`src/logic/frv_params.svh`:
```
/*
 * Uncore constants: the MMIO window, the register offsets inside it and
 * the number of counter slices. Include from any file that needs them.
 */
`ifndef FRV_PARAMS_SVH
`define FRV_PARAMS_SVH

// MMIO window
`define FRV_MMIO_BASE_ADDR 32'h0000_1000
`define FRV_MMIO_BASE_MASK 32'hFFFF_F000

// Register offsets, low half of each 64-bit register
`define FRV_OFF_CYCLE      32'h0000_0000
`define FRV_OFF_TIME       32'h0000_0008
`define FRV_OFF_INSTRET    32'h0000_0010
`define FRV_OFF_MTIMECMP   32'h0000_0018
`define FRV_OFF_HI         32'h0000_0004

`define FRV_NUM_CTR        3

`endif

```
`src/logic/frv_pkg.sv`:
```
/*
 * Types shared by the uncore blocks: word and counter widths, the MMIO
 * request and response structs, interrupt enables and pending bits, and
 * the slice index and interrupt FSM enums. Compile ahead of the RTL.
 */
package frv_pkg;

  // --------------------------------------------------------------------------
  // Plain vectors
  typedef logic [31:0] xlen_t;           // Data and address word
  typedef logic [63:0] ctr_t;            // Full counter value
  typedef logic [5:0]  cause_t;          // Trap cause code

  typedef enum logic [1:0] {
    CTR_CYCLE   = 2'd0,                  // Clock cycles
    CTR_TIME    = 2'd1,                  // Wall time
    CTR_INSTRET = 2'd2                   // Retired instructions
  } ctr_idx_e;

  // --------------------------------------------------------------------------
  // MMIO bus
  typedef struct packed {
    logic  en;                           // Access this cycle
    logic  wen;                          // Write when set, else read
    xlen_t addr;                         // Byte address
    xlen_t wdata;                        // Write data
  } mmio_req_t;

  typedef struct packed {
    xlen_t rdata;                        // Read data, one cycle late
    logic  error;                        // Bad address on last access
  } mmio_rsp_t;

  // --------------------------------------------------------------------------
  // Interrupts
  typedef struct packed {
    logic mie;                           // Global enable
    logic meie;                          // External enable
    logic mtie;                          // Timer enable
    logic msie;                          // Software enable
  } irq_en_t;

  typedef struct packed {
    logic meip;                          // External pending
    logic mtip;                          // Timer pending
    logic msip;                          // Software pending
  } irq_pend_t;

  typedef enum logic {
    INT_IDLE,                            // No trap in flight
    INT_WAIT_ACK                         // Request up, waiting on ack
  } int_state_e;

endpackage

```
`src/logic/frv_counter_ctrl.sv`:
```
/*
 * Counter control. Decodes MMIO writes into one-hot half-write strobes
 * for the counter slices and mtimecmp, and forms the per-slice step
 * enables from the retire pulse and the inhibit levels.
 */
`timescale 1ns/1ps
`include "frv_params.svh"

module frv_counter_ctrl
  import frv_pkg::*;
(
  input  logic                    g_clk,
  input  logic                    rst_n,
  input  mmio_req_t               mmio_req,
  input  logic                    instr_ret,   // Instruction retired
  input  logic                    inhibit_cy,  // Hold cycle
  input  logic                    inhibit_tm,  // Hold time
  input  logic                    inhibit_ir,  // Hold instret
  output logic [`FRV_NUM_CTR-1:0] ctr_wr_lo,
  output logic [`FRV_NUM_CTR-1:0] ctr_wr_hi,
  output logic [`FRV_NUM_CTR-1:0] ctr_step,
  output logic                    cmp_wr_lo,
  output logic                    cmp_wr_hi
);

  xlen_t offset;                                // Address within window
  logic  in_window;
  logic  wr_acc;                                // Write into the window
  logic  ctr_run;                               // Counters out of reset

  assign in_window = (mmio_req.addr & `FRV_MMIO_BASE_MASK) == `FRV_MMIO_BASE_ADDR;
  assign offset    = mmio_req.addr & ~`FRV_MMIO_BASE_MASK;
  assign wr_acc    = mmio_req.en && mmio_req.wen && in_window;

  // --------------------------------------------------------------------------
  // Write strobes, unused offsets raise none
  always_comb begin
    ctr_wr_lo = '0;
    ctr_wr_hi = '0;
    cmp_wr_lo = 1'b0;
    cmp_wr_hi = 1'b0;
    if (wr_acc) begin
      case (offset)
        `FRV_OFF_CYCLE:                  ctr_wr_lo[CTR_CYCLE]   = 1'b1;
        `FRV_OFF_CYCLE + `FRV_OFF_HI:    ctr_wr_hi[CTR_CYCLE]   = 1'b1;
        `FRV_OFF_TIME:                   ctr_wr_lo[CTR_TIME]    = 1'b1;
        `FRV_OFF_TIME + `FRV_OFF_HI:     ctr_wr_hi[CTR_TIME]    = 1'b1;
        `FRV_OFF_INSTRET:                ctr_wr_lo[CTR_INSTRET] = 1'b1;
        `FRV_OFF_INSTRET + `FRV_OFF_HI:  ctr_wr_hi[CTR_INSTRET] = 1'b1;
        `FRV_OFF_MTIMECMP:               cmp_wr_lo              = 1'b1;
        `FRV_OFF_MTIMECMP + `FRV_OFF_HI: cmp_wr_hi              = 1'b1;
        default: ;                              // Error path only
      endcase
    end
  end

  // Counting starts on the first full cycle after reset release
  always_ff @(posedge g_clk) begin
    if (!rst_n) begin
      ctr_run <= 1'b0;
    end else begin
      ctr_run <= 1'b1;
    end
  end

  // --------------------------------------------------------------------------
  // Step enables
  assign ctr_step[CTR_CYCLE]   = ctr_run && !inhibit_cy;
  assign ctr_step[CTR_TIME]    = ctr_run && !inhibit_tm;
  assign ctr_step[CTR_INSTRET] = ctr_run && instr_ret && !inhibit_ir;

endmodule

```
`src/logic/frv_counter.sv`:
```
/*
 * One 64-bit counter slice. Increments on step, or loads the MMIO write
 * data into one 32-bit half. A half write wins over the step, and the
 * carry across the halves is lost in that cycle.
 */
`timescale 1ns/1ps

module frv_counter
  import frv_pkg::*;
(
  input  logic  g_clk,
  input  logic  rst_n,
  input  logic  step,                  // Count this edge
  input  logic  wr_lo,                 // Load bits 31:0
  input  logic  wr_hi,                 // Load bits 63:32
  input  xlen_t wdata,
  output ctr_t  value
);

  ctr_t value_nxt;

  always_comb begin
    value_nxt = value + ctr_t'(step);            // Plain count
    if (wr_lo) begin
      value_nxt = {value[63:32], wdata};         // Upper half keeps, no carry
    end
    if (wr_hi) begin
      value_nxt[63:32] = wdata;                  // Lower half still counts
    end
  end

  always_ff @(posedge g_clk) begin
    if (!rst_n) begin
      value <= '0;
    end else begin
      value <= value_nxt;
    end
  end

endmodule

```
`src/logic/frv_counter_read.sv`:
```
/*
 * Counter read side. Holds mtimecmp, returns registered MMIO read data and
 * the error flag one cycle after each access, and compares the time
 * counter against mtimecmp for the timer interrupt.
 */
`timescale 1ns/1ps
`include "frv_params.svh"

module frv_counter_read
  import frv_pkg::*;
(
  input  logic      g_clk,
  input  logic      rst_n,
  input  mmio_req_t mmio_req,
  input  ctr_t      ctr_value [`FRV_NUM_CTR],   // Slice values
  input  logic      cmp_wr_lo,                  // Load mtimecmp low
  input  logic      cmp_wr_hi,                  // Load mtimecmp high
  output mmio_rsp_t mmio_rsp,
  output logic      timer_pending               // time >= mtimecmp
);

  ctr_t  mtimecmp;
  xlen_t offset;
  xlen_t rd_word;                               // Selected read word
  logic  in_window;
  logic  hit;                                   // One of the eight words

  assign in_window = (mmio_req.addr & `FRV_MMIO_BASE_MASK) == `FRV_MMIO_BASE_ADDR;
  assign offset    = mmio_req.addr & ~`FRV_MMIO_BASE_MASK;

  // --------------------------------------------------------------------------
  // Compare register, all ones keeps the timer quiet
  always_ff @(posedge g_clk) begin
    if (!rst_n) begin
      mtimecmp <= '1;
    end else if (cmp_wr_lo) begin
      mtimecmp[31:0] <= mmio_req.wdata;
    end else if (cmp_wr_hi) begin
      mtimecmp[63:32] <= mmio_req.wdata;
    end
  end

  assign timer_pending = ctr_value[CTR_TIME] >= mtimecmp;

  // --------------------------------------------------------------------------
  // Read decode
  always_comb begin
    hit     = in_window;
    rd_word = '0;
    case (offset)
      `FRV_OFF_CYCLE:                  rd_word = ctr_value[CTR_CYCLE][31:0];
      `FRV_OFF_CYCLE + `FRV_OFF_HI:    rd_word = ctr_value[CTR_CYCLE][63:32];
      `FRV_OFF_TIME:                   rd_word = ctr_value[CTR_TIME][31:0];
      `FRV_OFF_TIME + `FRV_OFF_HI:     rd_word = ctr_value[CTR_TIME][63:32];
      `FRV_OFF_INSTRET:                rd_word = ctr_value[CTR_INSTRET][31:0];
      `FRV_OFF_INSTRET + `FRV_OFF_HI:  rd_word = ctr_value[CTR_INSTRET][63:32];
      `FRV_OFF_MTIMECMP:               rd_word = mtimecmp[31:0];
      `FRV_OFF_MTIMECMP + `FRV_OFF_HI: rd_word = mtimecmp[63:32];
      default:                         hit     = 1'b0;
    endcase
  end

  // Response held until the next access
  always_ff @(posedge g_clk) begin
    if (!rst_n) begin
      mmio_rsp <= '0;
    end else if (mmio_req.en) begin
      mmio_rsp.error <= !hit;
      if (!mmio_req.wen) begin
        mmio_rsp.rdata <= hit ? rd_word : '0;   // Misses read as zero
      end
    end
  end

endmodule

```
`src/logic/frv_interrupt.sv`:
```
/*
 * Interrupt controller. Registers the pending lines, picks one source by
 * fixed priority (NMI, external, software, timer) and holds a trap request
 * with its cause until the pipeline pulses trap_ack.
 */
`timescale 1ns/1ps

module frv_interrupt
  import frv_pkg::*;
(
  input  logic       g_clk,
  input  logic       rst_n,
  input  irq_en_t    irq_en,              // CSR enable bits
  input  logic       int_nmi,             // Non-maskable request
  input  logic       int_external,        // External request
  input  logic       int_software,        // Software request
  input  logic       timer_pending,       // From the timer compare
  input  logic [3:0] int_extern_cause,    // External cause code
  input  logic       trap_ack,            // Trap taken by the pipeline
  output irq_pend_t  mip,
  output logic       trap_req,
  output cause_t     trap_cause
);

  localparam cause_t CAUSE_NMI      = 6'd0;
  localparam cause_t CAUSE_SOFTWARE = 6'd3;
  localparam cause_t CAUSE_TIMER    = 6'd7;
  localparam cause_t CAUSE_EXT_BASE = 6'd16;  // Plus the external code

  int_state_e state;
  int_state_e state_nxt;
  logic       nmi_q;                          // Registered NMI line
  logic [3:0] ext_cause_q;                    // Registered external code
  logic       take_ext;
  logic       take_sw;
  logic       take_tm;
  logic       any_take;                       // Something enabled pending
  cause_t     cause_sel;

  // --------------------------------------------------------------------------
  // Pending registers
  always_ff @(posedge g_clk) begin
    if (!rst_n) begin
      mip   <= '0;
      nmi_q <= 1'b0;
    end else begin
      mip.meip <= int_external;
      mip.mtip <= timer_pending;
      mip.msip <= int_software;
      nmi_q    <= int_nmi;
    end
  end

  always_ff @(posedge g_clk) begin
    ext_cause_q <= int_extern_cause;          // Tracks meip
  end

  // --------------------------------------------------------------------------
  // Priority select
  assign take_ext = mip.meip && irq_en.mie && irq_en.meie;
  assign take_sw  = mip.msip && irq_en.mie && irq_en.msie;
  assign take_tm  = mip.mtip && irq_en.mie && irq_en.mtie;
  assign any_take = nmi_q || take_ext || take_sw || take_tm;

  always_comb begin
    if (nmi_q) begin
      cause_sel = CAUSE_NMI;                  // Ignores mie
    end else if (take_ext) begin
      cause_sel = CAUSE_EXT_BASE + cause_t'(ext_cause_q);
    end else if (take_sw) begin
      cause_sel = CAUSE_SOFTWARE;
    end else begin
      cause_sel = CAUSE_TIMER;
    end
  end

  // --------------------------------------------------------------------------
  // Request and ack FSM
  always_comb begin
    state_nxt = state;
    case (state)
      INT_IDLE:     if (any_take) state_nxt = INT_WAIT_ACK;
      INT_WAIT_ACK: if (trap_ack) state_nxt = INT_IDLE;
      default:      state_nxt = INT_IDLE;
    endcase
  end

  always_ff @(posedge g_clk) begin
    if (!rst_n) begin
      state <= INT_IDLE;
    end else begin
      state <= state_nxt;
    end
  end

  // Cause frozen while the request is up
  always_ff @(posedge g_clk) begin
    if (state == INT_IDLE && any_take) begin
      trap_cause <= cause_sel;
    end
  end

  assign trap_req = state == INT_WAIT_ACK;

endmodule

```
`src/logic/frv_uncore.sv`:
```
/*
 * Uncore top level. Ties the counter control, the three counter slices,
 * the read and compare block and the interrupt controller to the pipeline
 * side MMIO bus, counter controls and trap handshake.
 */
`timescale 1ns/1ps
`include "frv_params.svh"

module frv_uncore
  import frv_pkg::*;
(
  input  logic       g_clk,              // Global clock
  input  logic       rst_n,              // Synchronous reset
  input  mmio_req_t  mmio_req,           // MMIO access from the pipeline
  output mmio_rsp_t  mmio_rsp,           // MMIO reply
  input  logic       instr_ret,          // Instruction retired
  input  logic       inhibit_cy,         // Stop cycle counting
  input  logic       inhibit_tm,         // Stop time counting
  input  logic       inhibit_ir,         // Stop instret counting
  input  irq_en_t    irq_en,             // Interrupt enables
  output logic       trap_req,           // Interrupt trap request
  output cause_t     trap_cause,         // Its cause
  input  logic       trap_ack,           // Trap taken
  input  logic       int_nmi,            // Non-maskable interrupt
  input  logic       int_external,       // External interrupt line
  input  logic [3:0] int_extern_cause,   // External cause code
  input  logic       int_software,       // Software interrupt line
  output logic       int_mtime           // Timer interrupt pending
);

  // --------------------------------------------------------------------------
  logic [`FRV_NUM_CTR-1:0] ctr_wr_lo;    // Per slice low half write
  logic [`FRV_NUM_CTR-1:0] ctr_wr_hi;    // Per slice high half write
  logic [`FRV_NUM_CTR-1:0] ctr_step;     // Per slice count enable
  logic                    cmp_wr_lo;
  logic                    cmp_wr_hi;
  ctr_t                    ctr_value [`FRV_NUM_CTR];
  logic                    timer_pending;
  irq_pend_t               mip;

  assign int_mtime = mip.mtip;

  // --------------------------------------------------------------------------
  frv_counter_ctrl u_ctrl (
    .g_clk      (g_clk),
    .rst_n      (rst_n),
    .mmio_req   (mmio_req),
    .instr_ret  (instr_ret),
    .inhibit_cy (inhibit_cy),
    .inhibit_tm (inhibit_tm),
    .inhibit_ir (inhibit_ir),
    .ctr_wr_lo  (ctr_wr_lo),
    .ctr_wr_hi  (ctr_wr_hi),
    .ctr_step   (ctr_step),
    .cmp_wr_lo  (cmp_wr_lo),
    .cmp_wr_hi  (cmp_wr_hi)
  );

  // Cycle, time and instret slices
  for (genvar i = 0; i < `FRV_NUM_CTR; i++) begin : g_ctr
    frv_counter u_ctr (
      .g_clk (g_clk),
      .rst_n (rst_n),
      .step  (ctr_step[i]),
      .wr_lo (ctr_wr_lo[i]),
      .wr_hi (ctr_wr_hi[i]),
      .wdata (mmio_req.wdata),           // Shared write data
      .value (ctr_value[i])
    );
  end

  frv_counter_read u_read (
    .g_clk         (g_clk),
    .rst_n         (rst_n),
    .mmio_req      (mmio_req),
    .ctr_value     (ctr_value),
    .cmp_wr_lo     (cmp_wr_lo),
    .cmp_wr_hi     (cmp_wr_hi),
    .mmio_rsp      (mmio_rsp),
    .timer_pending (timer_pending)
  );

  frv_interrupt u_int (
    .g_clk            (g_clk),
    .rst_n            (rst_n),
    .irq_en           (irq_en),
    .int_nmi          (int_nmi),
    .int_external     (int_external),
    .int_software     (int_software),
    .timer_pending    (timer_pending),
    .int_extern_cause (int_extern_cause),
    .trap_ack         (trap_ack),
    .mip              (mip),
    .trap_req         (trap_req),
    .trap_cause       (trap_cause)
  );

endmodule

```
`config.mk`:
```
export PLATFORM = sky130hd
export DESIGN_NAME = frv_uncore
export DESIGN_NICKNAME = d
export VERILOG_FILES = /design/src/logic/frv_pkg.sv /design/src/logic/frv_counter_ctrl.sv /design/src/logic/frv_counter.sv /design/src/logic/frv_counter_read.sv /design/src/logic/frv_interrupt.sv /design/src/logic/frv_uncore.sv
export VERILOG_INCLUDE_DIRS = /design/src /design/src/logic
export SDC_FILE = /design/constraint.sdc
export NUM_CORES = 1
export LEC_CHECK = 0
export BUFFER_PORTS_ARGS = -buffer_cell sky130_fd_sc_hd__buf_2
export CAP_MARGIN = 20
export CORE_MARGIN = 1
export CORE_UTILIZATION = 45
export CTS_CLUSTER_DIAMETER = 150
export DETAILED_ROUTE_END_ITERATION = 8
export SKIP_CTS_REPAIR_TIMING = 1
export SLEW_MARGIN = 25
export SYNTH_ARGS = -nofsm -noshare
export SYNTH_HDL_FRONTEND = slang
export SYNTH_SLANG_ARGS = --single-unit
```
`constraint.sdc`:
```
create_clock -name g_clk -period 6 [get_ports g_clk]
set_input_delay 0.9 -clock g_clk [delete_from_list [all_inputs] [get_ports g_clk]]
set_output_delay 0.9 -clock g_clk [all_outputs]
set_load 0.02 [all_outputs]
```
==> run metrics, run 1 <==
IO Pins=125; Clock Path Buffers=3; CP max FO=6; Data arrival, critical path=3.91 ns; dpl hpwl=63500 microns; Top cell by count, worst path=ha_1; worst-skew pair later-pin latency=around 0.57 ns; number of flops mapped to enable cells by yosys=5; Seq cells post-synth=a little over 300; gr usage total=roughly 40%; nature of the critical path startpoint=register; GPL Wtd Cong=1.01; largest net degree at the start of global routing=78; top cell type's share of synthesized area=32.1%; antenna violations before repair=2; Starting Density=45.6%; clock buffer count from CTS=38; Root Buffer=clkbuf_16; WL/cell=between 20 and 30 microns; Crit Reg-Reg Startpoint=u_ctrl.ctr_run; placed standard-cell area=19500 sq um; Filler cells=4022; critical path class=reg -> reg; CTS tree=done; Mapped Nets=~2500; area delta synth->final=12.4%; min-delay worst type=in -> reg; Post-Route Setup TNS=0 ns; worst slew pin tran=1.10 ns; Synth area leader=dfxtp_1; first-pass GRT wire length=roughly 120000 microns; Final period util=58.1%; Synth async-reset ratio=0%; Seq/Total Area, Yosys=about 33%; yosys warns=0; Worst Skew=0.0200 ns; DIE HEIGHT=around 210 microns; status=completed; core area=40800 sq um; RSZ-0062 raised after global routing=false; Routed Antenna Nets=0; P_leak=roughly 8 nW; vias in the first global route=17800; crit path time final=roughly 3.5 ns; final hold vios=0; syn avg cell area=8.12 sq um; gr ovfl total=0; Critical Path Max Stage Delay=just under 0.8 ns; share of layout cells above drive strength 1=12.0%; HP Start=int_extern_cause[3]; synthesized cell area=18600 sq um; clk sinks=between 300 and 400; DRC Markers=0; WL final=around 86000 microns; number of DRC markers in iteration 0=2664; Achievable Freq=287 MHz; Row Count=74; H-Tree Depth=2; post-route cell area=20900 sq um; number of I/O port buffers=123; CP Cell Sequence=nor2b_1 -> ha_1 -> ha_1 -> inv_1 -> nor2_1 -> nand4_1 -> a2111oi_0 -> a211o_1 -> a21oi_1; Rel. slew slack=26.8%; CP Data Required Time=approximately 6.4 ns; Setup WS post-layout=about 2.5 ns; Crit-path slowest cell=a2111oi_0; total power=4.87 mW; drt pass-1 iters=8; worst slack at placement=1.67 ns; peak supply drop=0.216 mV; max-slew violations=0; Main synth FF type=dfxtp_1; drt via density=6.72; Final Setup Violations=0; synthesized instance count=2296; vias=19400; top cells by area, synth=dfxtp_1, nand2_1, ha_1, mux2i_1, xor2_1; die width=206 microns; nets@finish=about 2500; Critical path origin=u_ctrl.ctr_run; Worst Setup End Kind=register; clock-pin slew on the worst setup and hold paths=roughly 0.060 ns; Power per Cell Area=232 nW/um^2; Unique masters post-synth=78; total of max-cap violations=0; full die area=42200 sq um
==> worst max-delay path, delay by kind of cell, from the launching register on <==
family,cells,cell delay [ns]
AO/OA/AOI/OAI,3,1.03
flip-flops,1,0.41
buffers and inverters,1,0.12
adder cells (fa/ha/maj),2,0.56
AND/OR/NAND/NOR,3,1.23
==> cells by family (layout without fill, tap and decap cells) <==
group	after synthesis	in the layout	share of synthesized area (%)
simple gates	838	838	22.9
mux	91	91	5.89
flops	304	304	32.9
fa+ha+maj	70	70	4.70
other cells	1	5	0.0201
compound gates	600	600	21.9
xor+xnor	130	130	6.11
buf+inv	262	323	5.62
==> area by class of cell <==
type | count | area [sq um] | area share, %
diodes | 4 | 10.0 | 0.0478
clock buffers | 54 | 1140 | 5.47
clock inverters | 16 | 235 | 1.12
inverters | 97 | 364 | 1.74
multi-input cells | 1730 | 11500 | 55.0
flip-flops and latches | 304 | 6140 | 29.3
well taps | 532 | 666 | 3.18
repair buffers | 156 | 875 | 4.18
==> per-stage QoR <==
stage | cells | util (%) | hold slack [ns]
floorplan | 2296 | - | 0.454
global placement | 2818 | 47.8 | 0.430
detailed placement | 2818 | 47.8 | 0.439
CTS | 2888 | 51.2 | 0.425
global route | 2889 | 51.3 | 0.422
finish | 2893 | 51.3 | 0.438
==> metal layers <==
| metal | GRT usage [%] | part of all wire, % | vias to the layer above |
|---|---|---|---|
| li1 | - | - | 8633 |
| met1 | 55.9 | 41 | 9447 |
| met2 | 60.1 | 43 | 1143 |
| met3 | 7.48 | 11 | 215 |
| met4 | 19.3 | 5.1 | 2 |
| met5 | 0 | 0.010 | - |
==> registers in the layout, indices dropped and copies added (netlist names) <==
name               flops
g_ctr.u_ctr.value    192
u_read.mtimecmp       64
u_read.mmio_rsp       33
u_int.trap_cause       5
u_int.ext_cause_q      4
u_int.mip              3
u_ctrl.ctr_run         1
u_int.nmi_q            1
u_int.trap_req         1
==> synth_stat cells, types with 20 or more instances <==
master,instances
and4_1,27
mux2i_1,67
and3_1,41
nand2_1,241
a221oi_1,23
inv_1,96
nand3_1,112
dfxtp_1,299
nor3_1,51
xnor2_1,54
nor2_1,156
a211oi_1,63
o21ai_0,103
o22ai_1,55
a22oi_1,53
nand4_1,94
clkbuf_1,113
ha_1,70
buf_2,41
a21o_1,25
and2_1,20
o211ai_1,69
a21oi_1,101
xor2_1,76
nor4_1,42
==> report_power, final <==
| part | switching (mW) | leakage, nW | internal, mW |
|---|---|---|---|
| registers | 0.00519 | 2.46 | 2.03 |
| clock network | 0.974 | 0.679 | 1.59 |
| logic | 0.201 | 5.04 | 0.0698 |
| total | 1.18 | 8.18 | 3.69 |
==> cells in the final DEF, fill, tap and decap left out, drive strengths merged, types with 70 or more instances in the layout <==
cell	netlist	final
inv	97	97
xor2	76	76
o21ai	107	107
nand4	95	95
ha	70	70
nand2	243	243
nor2	157	157
nand3	113	113
dfxtp	299	299
a21oi	101	101
buf	51	155
==> final timing paths <==
kind	to	slack, ns	depth (start not counted)
hold reg to reg	u_read.mmio_rsp[23]	0.45	2
hold / removal	u_int.ext_cause_q[3]	0.44	1
setup / recovery	g_ctr[1].u_ctr.value[36]	2.51	9
setup reg to reg	g_ctr[1].u_ctr.value[36]	2.51	9
No activity file was read; power rests on OpenSTA's default activity.
==> run 2, diff against run 1 <==
==> constraint.sdc (replaced) <==
create_clock -name g_clk -period 3.5 [get_ports g_clk]
set_input_delay 0.525 -clock g_clk [delete_from_list [all_inputs] [get_ports g_clk]]
set_output_delay 0.525 -clock g_clk [all_outputs]
set_load 0.02 [all_outputs]
==> run metrics, run 2 (synthesis results as in run 1) <==
status=completed; gr ovfl total=0; die width=approximately 210 microns; antenna violations before repair=11; Filler cells=3881; number of I/O port buffers=123; Clock Path Buffers=3; Sw Share=25.4%; full die area=approximately 42000 sq um; share of layout cells above drive strength 1=around 14%; Sequential cell area=6140 sq um; final hold vios=0; Seq pwr share=between 40% and 50%; vias in the first global route=18100; min-delay worst type=in -> reg; Worst Skew=0.0244 ns; Multi-input gate area=11500 sq um; clk sinks=304; nature of the critical path startpoint=register; first-pass GRT wire length=127000 microns; worst-skew pair later-pin latency=0.59 ns; CP max FO=9; Achievable Freq=348 MHz; Largest register FFs=192; Final Setup Violations=0; combinational share of power=a little under 6%; cell total after placement=2890; gr usage total=42.1%; peak supply drop=0.274 mV; Int Power=6.24 mW; most common cell after layout, fill and taps aside=dfxtp_1; WL/cell=between 30 and 40 microns; Root Buffer=clkbuf_16; Routed Antenna Nets=0; drt pass-1 iters=7; Rel. slew slack=41.2%; Row Count=74; nets@finish=roughly 2600; max-slew violations=0; Power per Cell Area=389 nW/um^2; core area=just over 40000 sq um; dpl hpwl=67300 microns; IO Pins=approximately 130; Clk pwr share=52.3%; Starting Density=45.6%; Post-Route Setup TNS=0 ns; Final period util=82.1%; worst slew pin tran=0.876 ns; total power=around 8.4 mW; Largest regs=g_ctr.u_ctr.value: 192 flops, u_read.mtimecmp: 64 flops, u_read.mmio_rsp: 33 flops; CP Data Required Time=3.98 ns; drt via density=6.70; clock buffer count from CTS=39; crit path time final=approximately 2.9 ns; RSZ-0062 raised after global routing=false; clock-pin slew on the worst setup and hold paths=~0.060 ns; DIE HEIGHT=206 microns; largest net degree at the start of global routing=64; Data arrival, critical path=3.36 ns; GPL Wtd Cong=~1; H-Tree Depth=2; DRC Markers=0; WL final=89500 microns; area delta synth->final=15.3%; number of DRC markers in iteration 0=about 2600; commonest non-fill, non-tap cells in the layout=dfxtp_1, nand2_1, nor2_1, buf_2, nand3_1; CTS tree=done; P_leak=8.48 nW; Largest Register=g_ctr.u_ctr.value; critical path class=reg -> reg; vias=19900; total of max-cap violations=0; NetSw=2.12 mW; Worst Setup End Kind=register; fin cells=between 2000 and 3000
-- run 2: cell types whose count changed in the layout (fill, tap and decap cells not counted), moves of 2 or more --
cell	previous run	this run
buf_4	34	101
diode_2	4	2
clkbuf_8	8	5
buf_12	0	5
inv_6	0	4
clkbuf_16	41	39
clkbuf_1	6	9
nand2_2	2	5
clkinv_2	8	5
nand2_4	3	0
-- run 2: metal layers --
metal | vias to the layer above | GRT usage, % | routed length (microns)
met4 | 4 | 22.0 | 5050
met3 | 259 | 9.28 | 9970
met5 | - | 0 | 25
li1 | 8791 | - | -
met1 | 9668 | 56.9 | 36300
met2 | 1145 | 62.3 | 38100
-- run 2: worst paths after layout --
| check | startpoint | to | slack (ns) | cells past startpoint |
|---|---|---|---|---|
| setup / recovery | u_ctrl.ctr_run | g_ctr[1].u_ctr.value[60] | 0.63 | 10 |
| hold / removal | int_extern_cause[1] | u_int.ext_cause_q[1] | 0.05 | 1 |
| setup reg to reg | u_ctrl.ctr_run | g_ctr[1].u_ctr.value[60] | 0.63 | 10 |
| hold reg to reg | u_read.mmio_rsp[22] | u_read.mmio_rsp[22] | 0.45 | 2 |
-- run 2: power by group through the flow --
stage	sequential (mW)	combinational, mW	clock, mW
2_1_floorplan	3.57	0.236	0
4_1_cts	3.49	0.475	4.38
3_3_place_gp	3.57	0.470	0
3_5_place_dp	3.57	0.474	0
6_report	3.49	0.495	4.37
5_1_grt	3.49	0.503	4.54
-- run 2: metrics by stage --
step                      instance area (sq um)  hold WS [ns]  worst slack [ns]  utilization [%]
after CTS                                 21500        0.0315             0.734             52.6
after detailed placement                  20100         0.440             0.234             49.3
after floorplan                           18600         0.454              1.03                -
after global placement                    20100         0.432             0.275             49.3
after global routing                      21500        0.0341             0.446             52.6
final                                     21500        0.0464             0.626             52.6
-- run 2: worst max-delay path: stages (launching register included) --
cell and delay (ns):
dfxtp_1 0.44, nor2b_1 0.31, ha_1 0.29, ha_1 0.30
inv_1 0.12, nor2_1 0.20, and4_1 0.44, buf_4 0.24
nand3_1 0.09, xor2_1 0.17, o22ai_1 0.17
-- run 2: final cells by class --
class,count,area share [%]
diodes,2,0.0233
clock buffers,53,5.02
clock inverters,19,1.26
inverters,97,1.69
multi-input cells,1730,53.5
flip-flops and latches,304,28.6
well taps,532,3.10
repair buffers,227,6.81
